## src/source/u1e_pkg.sv

```systemverilog
`default_nettype none

package u1e_pkg;

   ////////////////////
   // Wishbone geometry
   localparam int DW       = 16;
   localparam int AW       = 11;
   localparam int SW       = 2;
   localparam int DECODE_W = 4;     // adr[10:7] picks the slave

   localparam logic [DECODE_W-1:0] SLOT_MISC     = 4'd0;
   localparam logic [DECODE_W-1:0] SLOT_SETTINGS = 4'd5;

   ////////////////////
   // Settings bus and timer
   localparam int SET_AW = 8;
   localparam int SET_DW = 32;

   localparam logic [31:0]       TICKS_PER_SEC = 32'd100;   // Short second for simulation
   localparam logic [SET_AW-1:0] SR_TIME_BASE  = 8'd0;

   // Misc register offsets in adr[6:0]
   typedef enum logic [6:0] {
      MR_LEDS      = 7'd0,
      MR_SWITCHES  = 7'd2,
      MR_CGEN_CTRL = 7'd4,
      MR_CGEN_ST   = 7'd6,
      MR_TEST      = 7'd8
   } misc_reg_e;

   localparam logic [DW-1:0] MISC_DEFAULT_RD = 16'hBEEF;
   localparam logic [1:0]    CGEN_CTRL_RST   = 2'b11;   // Sync deasserted, ref select high

   // Timer registers, relative to SR_TIME_BASE
   typedef enum logic [SET_AW-1:0] {
      SR_TIME_HI   = 8'd0,     // Seconds
      SR_TIME_LO   = 8'd1,     // Ticks, arms the load
      SR_TIME_CTRL = 8'd2      // Bit 0 selects load on PPS
   } time_reg_e;

   ////////////////////
   // Bus bundles
   typedef struct packed {
      logic [AW-1:0] adr;
      logic [DW-1:0] dat;
      logic [SW-1:0] sel;
      logic          we;
      logic          cyc;
      logic          stb;
   } wb_req_t;

   typedef struct packed {
      logic [DW-1:0] dat;
      logic          ack;
   } wb_rsp_t;

   typedef struct packed {
      logic              stb;
      logic [SET_AW-1:0] addr;
      logic [SET_DW-1:0] data;
   } set_bus_t;

endpackage

`default_nettype wire

```

## src/source/misc_regs.sv

```systemverilog
`timescale 1ns/1ps
`default_nettype none

module misc_regs
  (
   input  wire                 wb_clk,
   input  wire                 wb_rst,
   input  u1e_pkg::wb_req_t    req_i,
   output u1e_pkg::wb_rsp_t    rsp_o,

   input  wire [7:0]           dip_sw_i,
   input  wire [2:0]           debug_pb_i,
   input  wire                 cgen_st_status_i,
   input  wire                 cgen_st_ld_i,
   input  wire                 cgen_st_refmon_i,

   output logic [2:0]          debug_led_o,
   output logic                cgen_sync_b_o,
   output logic                cgen_ref_sel_o,
   output logic                rx_overrun_o,
   output logic                tx_underrun_o
   );

   logic [u1e_pkg::DW-1:0] reg_leds;
   logic [u1e_pkg::DW-1:0] reg_cgen_ctrl;
   logic [u1e_pkg::DW-1:0] reg_test;
   logic [6:0]             offs;
   logic                   wr_en;

   assign offs  = req_i.adr[6:0];
   assign wr_en = req_i.cyc & req_i.stb & req_i.we;

   ////////////////////
   // Writable registers
   always_ff @(posedge wb_clk)
   begin
      if (wb_rst)
      begin
         reg_leds      <= '0;
         reg_cgen_ctrl <= {14'd0, u1e_pkg::CGEN_CTRL_RST};
         reg_test      <= '0;
      end
      else if (wr_en)
      begin
         case (offs)
            u1e_pkg::MR_LEDS      : reg_leds      <= req_i.dat;
            u1e_pkg::MR_CGEN_CTRL : reg_cgen_ctrl <= req_i.dat;
            u1e_pkg::MR_TEST      : reg_test      <= req_i.dat;
            default               : ;    // Read-only or unknown
         endcase
      end
   end

   // Board wires LED 0 and 1 crossed
   assign debug_led_o    = {reg_leds[2], reg_leds[0], reg_leds[1]};
   assign cgen_sync_b_o  = reg_cgen_ctrl[1];
   assign cgen_ref_sel_o = reg_cgen_ctrl[0];
   assign rx_overrun_o   = reg_test[1];
   assign tx_underrun_o  = reg_test[0];

   ////////////////////
   // Readback
   always_comb
   begin
      case (offs)
         u1e_pkg::MR_LEDS      : rsp_o.dat = reg_leds;
         u1e_pkg::MR_SWITCHES  : rsp_o.dat = {5'd0, debug_pb_i, dip_sw_i};
         u1e_pkg::MR_CGEN_CTRL : rsp_o.dat = reg_cgen_ctrl;
         u1e_pkg::MR_CGEN_ST   : rsp_o.dat = {13'd0, cgen_st_status_i, cgen_st_ld_i,
                                              cgen_st_refmon_i};
         u1e_pkg::MR_TEST      : rsp_o.dat = reg_test;
         default               : rsp_o.dat = u1e_pkg::MISC_DEFAULT_RD;
      endcase
   end

   assign rsp_o.ack = req_i.cyc & req_i.stb;   // Zero wait states

endmodule

`default_nettype wire

```

## src/source/settings_bus_16le.sv

```systemverilog
`timescale 1ns/1ps
`default_nettype none

module settings_bus_16le
  (
   input  wire                 wb_clk,
   input  wire                 wb_rst,
   input  u1e_pkg::wb_req_t    req_i,
   output u1e_pkg::wb_rsp_t    rsp_o,
   output u1e_pkg::set_bus_t   set_o
   );

   logic                          wr_en;
   logic                          wr_hi;
   logic [u1e_pkg::DW-1:0]        low_half;    // Held until the high half arrives
   logic                          set_stb;
   logic [u1e_pkg::SET_AW-1:0]    set_addr;
   logic [u1e_pkg::SET_DW-1:0]    set_data;

   assign wr_en = req_i.cyc & req_i.stb & req_i.we;
   assign wr_hi = req_i.adr[1];

   ////////////////////
   // Half-word capture
   always_ff @(posedge wb_clk)
   begin
      if (wr_en && !wr_hi)
      begin
         low_half <= req_i.dat;
      end
   end

   always_ff @(posedge wb_clk)
   begin
      if (wr_en && wr_hi)
      begin
         set_data <= {req_i.dat, low_half};
         set_addr <= {3'd0, req_i.adr[6:2]};   // Word index of the 32-bit register
      end
   end

   // One-cycle strobe after the high half
   always_ff @(posedge wb_clk)
   begin
      if (wb_rst)
      begin
         set_stb <= 1'b0;
      end
      else
      begin
         set_stb <= wr_en & wr_hi;
      end
   end

   assign set_o.stb  = set_stb;
   assign set_o.addr = set_addr;
   assign set_o.data = set_data;

   // Write-only slave
   assign rsp_o.dat = '0;
   assign rsp_o.ack = req_i.cyc & req_i.stb;

endmodule

`default_nettype wire

```

## src/source/u1e_core.sv

```systemverilog
`timescale 1ns/1ps
`default_nettype none

module u1e_core
  (
   input  wire                 wb_clk,
   input  wire                 wb_rst,

   input  u1e_pkg::wb_req_t    m_req_i,
   output u1e_pkg::wb_rsp_t    m_rsp_o,

   // Board pins on the misc bank
   input  wire [7:0]           dip_sw_i,
   input  wire [2:0]           debug_pb_i,
   input  wire                 cgen_st_status_i,
   input  wire                 cgen_st_ld_i,
   input  wire                 cgen_st_refmon_i,
   output wire [2:0]           debug_led_o,
   output wire                 cgen_sync_b_o,
   output wire                 cgen_ref_sel_o,
   output wire                 rx_overrun_o,
   output wire                 tx_underrun_o,

   input  wire                 pps_i,
   output wire [63:0]          vita_time_o,
   output wire                 pps_int_o
   );

   u1e_pkg::wb_req_t  misc_req;
   u1e_pkg::wb_rsp_t  misc_rsp;
   u1e_pkg::wb_req_t  set_req;
   u1e_pkg::wb_rsp_t  set_rsp;
   u1e_pkg::set_bus_t set_bus;

   ////////////////////
   // Intercon
   wb_decoder u_decoder
     (.wb_clk(wb_clk),
      .m_req_i(m_req_i), .m_rsp_o(m_rsp_o),
      .misc_req_o(misc_req), .misc_rsp_i(misc_rsp),
      .set_req_o(set_req), .set_rsp_i(set_rsp));

   // Slave 0
   misc_regs u_misc_regs
     (.wb_clk(wb_clk), .wb_rst(wb_rst),
      .req_i(misc_req), .rsp_o(misc_rsp),
      .dip_sw_i(dip_sw_i), .debug_pb_i(debug_pb_i),
      .cgen_st_status_i(cgen_st_status_i),
      .cgen_st_ld_i(cgen_st_ld_i),
      .cgen_st_refmon_i(cgen_st_refmon_i),
      .debug_led_o(debug_led_o),
      .cgen_sync_b_o(cgen_sync_b_o), .cgen_ref_sel_o(cgen_ref_sel_o),
      .rx_overrun_o(rx_overrun_o), .tx_underrun_o(tx_underrun_o));

   // Slave 5
   settings_bus_16le u_settings_bus
     (.wb_clk(wb_clk), .wb_rst(wb_rst),
      .req_i(set_req), .rsp_o(set_rsp),
      .set_o(set_bus));

   ////////////////////
   // VITA time
   vita_time u_vita_time
     (.wb_clk(wb_clk), .wb_rst(wb_rst),
      .set_i(set_bus),
      .pps_i(pps_i),
      .vita_time_o(vita_time_o),
      .pps_int_o(pps_int_o));

endmodule

`default_nettype wire

```

## src/source/vita_time.sv

```systemverilog
`timescale 1ns/1ps
`default_nettype none

module vita_time
  (
   input  wire                 wb_clk,
   input  wire                 wb_rst,
   input  u1e_pkg::set_bus_t   set_i,
   input  wire                 pps_i,
   output logic [63:0]         vita_time_o,
   output logic                pps_int_o
   );

   logic [u1e_pkg::SET_AW-1:0] reg_offs;
   logic                       wr_hi;
   logic                       wr_lo;
   logic                       wr_ctrl;

   logic [31:0]                pend_secs;
   logic [31:0]                pend_ticks;
   logic                       mode_pps;
   logic                       armed;

   logic [1:0]                 pps_sync;
   logic                       pps_dly;
   logic                       pps_edge;

   logic [31:0]                secs;
   logic [31:0]                ticks;

   ////////////////////
   // Settings decode
   assign reg_offs = set_i.addr - u1e_pkg::SR_TIME_BASE;
   assign wr_hi    = set_i.stb & (reg_offs == u1e_pkg::SR_TIME_HI);
   assign wr_lo    = set_i.stb & (reg_offs == u1e_pkg::SR_TIME_LO);
   assign wr_ctrl  = set_i.stb & (reg_offs == u1e_pkg::SR_TIME_CTRL);

   always_ff @(posedge wb_clk)
   begin
      if (wr_hi)
         pend_secs <= set_i.data;
      if (wr_lo)
         pend_ticks <= set_i.data;
   end

   ////////////////////
   // PPS sync and edge
   assign pps_edge = pps_sync[1] & ~pps_dly;

   always_ff @(posedge wb_clk)
   begin
      if (wb_rst)
      begin
         pps_sync  <= 2'b00;
         pps_dly   <= 1'b0;
         pps_int_o <= 1'b0;
         mode_pps  <= 1'b0;
         armed     <= 1'b0;
      end
      else
      begin
         pps_sync  <= {pps_sync[0], pps_i};
         pps_dly   <= pps_sync[1];
         pps_int_o <= pps_edge;
         if (wr_ctrl)
            mode_pps <= set_i.data[0];
         if (wr_lo && mode_pps)
            armed <= 1'b1;                 // Wait for the next second
         else if (pps_edge)
            armed <= 1'b0;
      end
   end

   ////////////////////
   // Time counter
   always_ff @(posedge wb_clk)
   begin
      if (wb_rst)
      begin
         secs  <= '0;
         ticks <= '0;
      end
      else if (wr_lo && !mode_pps)
      begin
         secs  <= pend_secs;
         ticks <= set_i.data;
      end
      else if (pps_edge && armed)
      begin
         secs  <= pend_secs;
         ticks <= pend_ticks;
      end
      else if (ticks == u1e_pkg::TICKS_PER_SEC - 32'd1)
      begin
         secs  <= secs + 32'd1;
         ticks <= '0;
      end
      else
      begin
         ticks <= ticks + 32'd1;
      end
   end

   assign vita_time_o = {secs, ticks};

endmodule

`default_nettype wire

```

## src/source/wb_decoder.sv

```systemverilog
`timescale 1ns/1ps
`default_nettype none

module wb_decoder
  (
   input  wire                 wb_clk,
   input  u1e_pkg::wb_req_t    m_req_i,
   output u1e_pkg::wb_rsp_t    m_rsp_o,

   output u1e_pkg::wb_req_t    misc_req_o,
   input  u1e_pkg::wb_rsp_t    misc_rsp_i,

   output u1e_pkg::wb_req_t    set_req_o,
   input  u1e_pkg::wb_rsp_t    set_rsp_i
   );

   logic [u1e_pkg::DECODE_W-1:0] slot;
   logic                         hit_misc;
   logic                         hit_set;
   logic                         m_act;

   // Upper address bits select the slave
   assign slot     = m_req_i.adr[u1e_pkg::AW-1 -: u1e_pkg::DECODE_W];
   assign hit_misc = (slot == u1e_pkg::SLOT_MISC);
   assign hit_set  = (slot == u1e_pkg::SLOT_SETTINGS);
   assign m_act    = m_req_i.cyc & m_req_i.stb;

   ////////////////////
   // Request fan-out
   always_comb
   begin
      misc_req_o     = m_req_i;
      misc_req_o.cyc = m_req_i.cyc & hit_misc;
      misc_req_o.stb = m_req_i.stb & hit_misc;

      set_req_o      = m_req_i;
      set_req_o.cyc  = m_req_i.cyc & hit_set;
      set_req_o.stb  = m_req_i.stb & hit_set;
   end

   ////////////////////
   // Response mux
   always_comb
   begin
      if (hit_misc)
      begin
         m_rsp_o = misc_rsp_i;
      end
      else if (hit_set)
      begin
         m_rsp_o = set_rsp_i;
      end
      else
      begin
         // Nothing lives here, answer so the host never hangs
         m_rsp_o.dat = '0;
         m_rsp_o.ack = m_act;
      end
   end

endmodule

`default_nettype wire

```

## config.mk

```make
export PLATFORM = sky130hd
export DESIGN_NAME = u1e_core
export DESIGN_NICKNAME = d
export VERILOG_FILES = /design/src/source/u1e_pkg.sv /design/src/source/misc_regs.sv /design/src/source/settings_bus_16le.sv /design/src/source/u1e_core.sv /design/src/source/vita_time.sv /design/src/source/wb_decoder.sv
export SDC_FILE = /design/constraint.sdc
export NUM_CORES = 1
export LEC_CHECK = 0
export BUFFER_PORTS_ARGS = -buffer_cell sky130_fd_sc_hd__buf_4
export CAP_MARGIN = 20
export CORE_UTILIZATION = 57
export DETAILED_ROUTE_END_ITERATION = 12
export GPL_TIMING_DRIVEN = 0
export PLACE_DENSITY = 0.79
export SLEW_MARGIN = 20
export SYNTH_ARGS = -nofsm -noshare
export SYNTH_HDL_FRONTEND = slang
export SYNTH_SLANG_ARGS = --single-unit
```

## constraint.sdc

```tcl
create_clock -name wb_clk -period 4.37 [get_ports wb_clk]
set_input_delay 0.2185 -clock wb_clk [delete_from_list [all_inputs] [get_ports wb_clk]]
set_output_delay 0.2185 -clock wb_clk [all_outputs]
set_load 0.05 [all_outputs]
```

==> flow_metrics.tcl, run 1 <==
set metrics [dict create \
    grt_antenna_before_repair 0 \
    synth_top_area_frac 0.348 \
    route.final.wire_length_um 28200 \
    drt-wirelength-per-cell_um 20.1 \
    hpwl_um 20300 \
    post_synth_main_area_contributors "sky130_fd_sc_hd__edfxtp_1, sky130_fd_sc_hd__dfxtp_1, sky130_fd_sc_hd__nand2_1, sky130_fd_sc_hd__nand3_1, sky130_fd_sc_hd__nor2_1" \
    wire_length_of_the_first_global_routing_pass_um 43700 \
    via_count_of_the_first_global_routing_pass 8048 \
    reg2reg_depth 7 \
    grt_start_max_net_pins 29 \
    synthesis.area_um2 10100 \
    final_min_period_over_clock_period 0.781 \
    drv_cap 0 \
    share_comb_of_total_power 0.045 \
    timing.critical_path.from_type "input port" \
    num_antenna_cells 0 \
    cts_tree "yes" \
    drt-vias-per-instance 6.16 \
    layout-drive-gt1-share 0.176 \
    kind_of_end_point_of_the_critical_path "output pin" \
    p_per_area_nw_per_um2 355 \
    yosys_register_bits 236 \
    drtPass1Iterations 5 \
    remaining_antenna_violation_count_after_routing 0 \
    leakagePower_nw 4.27 \
    cp-startpoint "m_req_i[26]" \
    cts-buffers-inserted 24 \
    synth-edff-count 117 \
    drt_drc_violations_left 0 \
    worst_slew_pin_slew_ns 0.938 \
    crit_arrival_ns 3.19 \
    regToRegEndpoint "u_vita_time.ticks[14]" \
    dieWidth_um 135 \
    final_net_count 1208 \
    yosysUniqueCellTypes 61 \
    timing.setup.tns_ns 0 \
    port-buffer-count 134 \
    ctsRootBufferMaster "sky130_fd_sc_hd__clkbuf_16" \
    swShare 0.217 \
    clock_sink_count 236 \
    iteration_0_drc_count_of_the_detailed_router 754 \
    worst_hold_path_type "in -> reg" \
    core_occupancy_in_the_finished_layout 0.719 \
    gp_routability_congestion 0.915 \
    synth-seq-area-share 0.584 \
    syn-num-nets 1021 \
    p_seq_frac 0.526 \
    worst_r2r_startpoint "u_settings_bus.set_addr[3]" \
    synth_cells 970 \
    yosysTopAreaCell "sky130_fd_sc_hd__edfxtp_1" \
    fin_hold_ws_ns 0.108 \
    synth-warning-count 0 \
    clock_latency_on_the_worst_skew_pair_ns 0.51 \
    clock-skew-final_ns 0.0130 \
    area_growth_pct 23.0 \
    dieArea_um2 18300 \
    top_level_ports 138 \
    crit_required_ns 4.15 \
    vdd_ir_drop_max_uv 293 \
    fmax_ghz 0.293 \
    initial_utilization 0.584 \
    fp-row-count 48 \
    p_sw_mw 0.960 \
    core_region_area_um2 17300 \
    gr-usage-all-layers 0.312 \
    detailed_place.area_um2 11500 \
    postSynth.asyncResetShare 0 \
    worst-path-max-fanout 10 \
    synth_most_common_cell "sky130_fd_sc_hd__dfxtp_1" \
    clock_path_buffers 3 \
    post-cts-setup-buffers 0 \
    result_of_the_run "finished, final reports clean" \
    cts_max_level 1 \
    clkSlewWorstSetupHoldPaths_ns 0.06 \
    cp-endpoint "m_rsp_o[14]" \
    max_slew_margin 0.370 \
    layout.cell_area.non_filler_um2 12400 \
    share_of_total_power_in_the_clock_network 0.429 \
    ys.flop_type "sky130_fd_sc_hd__dfxtp_1" \
    min_period_ns 3.41 \
    die_h_um 135 \
    timing_max_transition_violations_final 0 \
    syn-mean-instance-area_um2 10.4 \
    via_count 8628 \
    regToRegSetupSlack_ns 1.34 \
    timing_worst_setup_path_type "in -> out" \
    post_synth_most_frequent_cells "sky130_fd_sc_hd__dfxtp_1, sky130_fd_sc_hd__edfxtp_1, sky130_fd_sc_hd__nand2_1, sky130_fd_sc_hd__nor2_1, sky130_fd_sc_hd__nand3_1" \
    final-setup-viol-count 0 \
    unrepaired_setup_endpoints_after_global_routing "false" \
    hold_viol 0 \
    post-layout-total-power_mw 4.42 \
    p_int_mw 3.46 \
    grt_overflow_total 0 \
]
sequential cells by signal (all words and copies together), names as in the netlist, 2 cells and up:
name,count
u_misc_regs.reg_cgen_ctrl,16
u_misc_regs.reg_leds,16
u_misc_regs.reg_test,16
u_settings_bus.low_half,16
u_settings_bus.set_addr,5
u_settings_bus.set_data,32
u_vita_time.pend_secs,32
u_vita_time.pend_ticks,32
u_vita_time.pps_sync,2
u_vita_time.secs,32
u_vita_time.ticks,32
power by group through the flow:
stage / logic, mW / clock network (mW) / registers [mW]
4_1_cts: 0.196 / 1.91 / 2.32
3_3_place_gp: 0.178 / 0 / 2.37
5_1_grt: 0.211 / 1.99 / 2.32
3_5_place_dp: 0.180 / 0 / 2.37
6_report: 0.199 / 1.90 / 2.32
2_1_floorplan: 0.0755 / 0 / 2.39
stage by stage:
step	setup slack [ns]	cells
finish	0.958	1400
global route	0.816	1400
CTS	1.00	1400
detailed placement	1.39	1334
global placement	-0.0461	1329
floorplan	0.547	970
worst min-delay path by stage:
stage,slack (ns),startpoint,cells after the start,endpoint
5_1_grt,0.11,m_req_i[31],3,u_settings_bus.set_stb
6_report,0.11,m_req_i[31],3,u_settings_bus.set_stb
3_5_place_dp,0.40,u_settings_bus.low_half[14],0,u_settings_bus.set_data[14]
3_3_place_gp,0.40,u_settings_bus.low_half[1],0,u_settings_bus.set_data[1]
4_1_cts,0.09,m_req_i[31],3,u_settings_bus.set_stb
2_1_floorplan,0.32,m_req_i[5],0,u_settings_bus.low_half[0]
layout by cell type, fill, tap and decap left out, types with 6 or more instances in the layout:
master,count
sky130_fd_sc_hd__buf_4,142
sky130_fd_sc_hd__dfxtp_1,119
sky130_fd_sc_hd__edfxtp_1,117
sky130_fd_sc_hd__nand2_1,116
sky130_fd_sc_hd__nor2_1,82
sky130_fd_sc_hd__nand3_1,66
sky130_fd_sc_hd__a21oi_1,58
sky130_fd_sc_hd__clkbuf_1,53
sky130_fd_sc_hd__clkbuf_16,25
sky130_fd_sc_hd__a211oi_1,23
sky130_fd_sc_hd__o21ai_0,23
sky130_fd_sc_hd__dlygate4sd3_1,22
sky130_fd_sc_hd__nand4_1,21
sky130_fd_sc_hd__nor4_1,21
sky130_fd_sc_hd__xor2_1,21
sky130_fd_sc_hd__mux2i_1,20
sky130_fd_sc_hd__and3_1,19
sky130_fd_sc_hd__xnor2_1,18
sky130_fd_sc_hd__a31oi_1,18
sky130_fd_sc_hd__nor3_1,16
sky130_fd_sc_hd__or4_1,15
sky130_fd_sc_hd__o31ai_1,10
sky130_fd_sc_hd__a311oi_1,10
sky130_fd_sc_hd__a21o_1,10
sky130_fd_sc_hd__inv_1,9
sky130_fd_sc_hd__buf_2,9
sky130_fd_sc_hd__o22ai_1,7
sky130_fd_sc_hd__nor4_2,6
sky130_fd_sc_hd__a41oi_1,6
sky130_fd_sc_hd__clkinv_2,6
final cells by class:
cell class	instances	area, um^2
well taps	225	282
inverters	11	41.3
clock buffers	32	662
clock inverters	12	65.1
flip-flops and latches	236	5900
repair buffers	161	1300
multi-input cells	659	3920
plain buffers	64	272
fillers	1284	4870
cells by family (layout without fill, tap and decap cells):
group / count (synthesis) / after routing / share of synthesized area
multiplexers: 21 / 21 / 0.0209
AO/OA/AOI/OAI: 196 / 196 / 0.127
adder cells (fa/ha/maj): 2 / 2 / 0.00248
flip-flops: 236 / 236 / 0.584
XOR/XNOR: 39 / 39 / 0.0338
AND/OR/NAND/NOR: 401 / 401 / 0.201
buffers and inverters: 75 / 280 / 0.0310
worst max-delay path: stages:
cell and delay, ns:
sky130_fd_sc_hd__dlygate4sd3_1 0.54, sky130_fd_sc_hd__buf_4 0.14, sky130_fd_sc_hd__or4_1 0.49, sky130_fd_sc_hd__buf_2 0.22
sky130_fd_sc_hd__nor4_2 0.51, sky130_fd_sc_hd__clkbuf_1 0.47, sky130_fd_sc_hd__nand2_1 0.13, sky130_fd_sc_hd__a31oi_1 0.22
sky130_fd_sc_hd__buf_4 0.23
layer usage:
metal  wire length, um  track usage  share of wire  up-vias
met5                 0            0              0        -
met4              1070        0.138          0.038        0
met3              2740       0.0486          0.097       73
met2             13400        0.511           0.47      512
met1             11000        0.411           0.39     4051
li1                  -            -              -     3992
repair_timing:
item / 4_1_cts / 5_1_grt
endpoints found under the hold margin: 47 / 0
resized for setup: 0 / 0
hold buffers: 22 / 0
Note: power is estimated with default switching activity, not from simulation.
==> inputs of run 2 (changes only) <==
clock period = 3.5 ns   (was 4.37 ns; I/O delays follow)
==> flow_metrics.tcl, run 2 (synthesized netlist as in run 1, its figures left out) <==
set metrics [dict create \
    crit_required_ns 3.32 \
    fmax_ghz 0.311 \
    ctsRootBufferMaster "sky130_fd_sc_hd__clkbuf_16" \
    drt-wirelength-per-cell_um 20.2 \
    share_of_total_power_in_the_clock_network 0.468 \
    final_cell_mix "sky130_fd_sc_hd__buf_4, sky130_fd_sc_hd__dfxtp_1, sky130_fd_sc_hd__edfxtp_1, sky130_fd_sc_hd__nand2_1, sky130_fd_sc_hd__nor2_1" \
    grt_antenna_before_repair 0 \
    die_h_um 135 \
    drtPass1Iterations 7 \
    via_count 8708 \
    layout.area.seq_um2 5900 \
    route.final.wire_length_um 28200 \
    vdd_ir_drop_max_uv 374 \
    remaining_antenna_violation_count_after_routing 0 \
    clkSlewWorstSetupHoldPaths_ns 0.06 \
    share_comb_of_total_power 0.042 \
    port-buffer-count 134 \
    fp-row-count 48 \
    clock-skew-final_ns 0.0205 \
    top_level_ports 138 \
    fillerInstances 1226 \
    cts-buffers-inserted 24 \
    clock_path_buffers 3 \
    drt_drc_violations_left 0 \
    drt-vias-per-instance 6.23 \
    timing_worst_setup_path_type "in -> out" \
    max_slew_margin 0.339 \
    dieArea_um2 18300 \
    p_seq_frac 0.489 \
    wire_length_of_the_first_global_routing_pass_um 43600 \
    leakagePower_nw 4.34 \
    final_min_period_over_clock_period 0.918 \
    cts_max_level 1 \
    kind_of_end_point_of_the_critical_path "output pin" \
    result_of_the_run "finished, final reports clean" \
    multi_input_area_um2 3940 \
    p_sw_mw 1.23 \
    hold_viol 0 \
    layout-drive-gt1-share 0.181 \
    grt_overflow_total 0 \
    gr-usage-all-layers 0.310 \
    clock_sink_count 236 \
    timing.setup.tns_ns 0 \
    swShare 0.207 \
    iteration_0_drc_count_of_the_detailed_router 622 \
    clock_latency_on_the_worst_skew_pair_ns 0.52 \
    timing_max_transition_violations_final 0 \
    min_period_ns 3.21 \
    dieWidth_um 135 \
    final-setup-viol-count 0 \
    crit_arrival_ns 3.04 \
    num_antenna_cells 0 \
    gp_routability_congestion 0.925 \
    hpwl_um 20000 \
    timing.critical_path.from_type "input port" \
    drv_cap 0 \
    final_net_count 1206 \
    stdcell_count 1398 \
    core_region_area_um2 17300 \
    unrepaired_setup_endpoints_after_global_routing "false" \
    cts_tree "yes" \
    p_per_area_nw_per_um2 471 \
    grt_start_max_net_pins 24 \
    worst-path-max-fanout 10 \
    p_int_mw 4.70 \
    commonest_non_fill_non_tap_cell_in_the_layout "sky130_fd_sc_hd__buf_4" \
    via_count_of_the_first_global_routing_pass 8124 \
    post-cts-setup-buffers 0 \
    dp_cells 1332 \
    initial_utilization 0.584 \
    worst_slew_pin_slew_ns 0.984 \
    area_growth_pct 24.6 \
    worst_hold_path_type "in -> reg" \
]
==> run 2: cell types whose count changed in the layout (fill, tap and decap cells not counted), sizes merged <==
cell / delta
bufinv: +5
clkinvlp: -1
buf: -2
clkbuf: -2
clkinv: -2
==> run 2: repair_timing <==
item,CTS,global route
endpoints found under the setup margin,0,11
resized for setup,0,2
hold buffers,22,0
endpoints found under the hold margin,85,0
==> run 2: worst paths after layout <==
kind,startpoint,cells after the start,to,slack [ns]
setup / recovery,m_req_i[26],9,m_rsp_o[12],0.29
hold / removal,m_req_i[31],3,u_settings_bus.set_stb,0.07
setup reg to reg,u_settings_bus.set_addr[3],7,u_vita_time.ticks[15],0.59
hold reg to reg,u_settings_bus.low_half[0],0,u_settings_bus.set_data[0],0.41
==> run 2: cell type report <==
cell class	instances	share of cell area
inverters	11	0.00328
clock buffers	30	0.0528
flip-flops and latches	236	0.468
plain buffers	64	0.0216
clock inverters	14	0.0160
well taps	225	0.0224
multi-input cells	659	0.313
repair buffers	159	0.103
==> run 2: power by group through the flow <==
stage               sequential, mW  clock, mW  combinational (mW)
global placement              2.96          0               0.221
finish                        2.90       2.78               0.251
detailed placement            2.96          0               0.224
global route                  2.90       2.88               0.265
floorplan                     2.98          0              0.0943
CTS                           2.90       2.80               0.245
==> run 2: metal layers <==
layer,wire [um],GRT usage,up-vias
li1,-,-,3994
met1,10900,0.406,4083
met2,13600,0.529,545
met3,2770,0.0468,86
met4,994,0.102,0
met5,0,0,-
==> run 2: stage by stage <==
stage	util	worst slack [ns]	instance area [um^2]	hold slack (ns)	power, mW
after floorplan	-	0.492	10100	0.274	3.07
after global placement	0.659	-0.223	11400	0.372	3.18
after detailed placement	0.664	0.607	11500	0.371	3.18
after CTS	0.727	0.139	12600	0.0457	5.94
after global routing	0.728	0.125	12600	0.0621	6.05
final	0.728	0.286	12600	0.0653	5.93
==> run 2: worst max-delay path, stage by stage <==
cell	delay, ns
sky130_fd_sc_hd__dlygate4sd3_1	0.55
sky130_fd_sc_hd__buf_4	0.14
sky130_fd_sc_hd__or4_1	0.48
sky130_fd_sc_hd__buf_2	0.22
sky130_fd_sc_hd__nor4_4	0.41
sky130_fd_sc_hd__clkbuf_1	0.49
sky130_fd_sc_hd__nand2_1	0.10
sky130_fd_sc_hd__a31oi_1	0.23
sky130_fd_sc_hd__buf_4	0.24
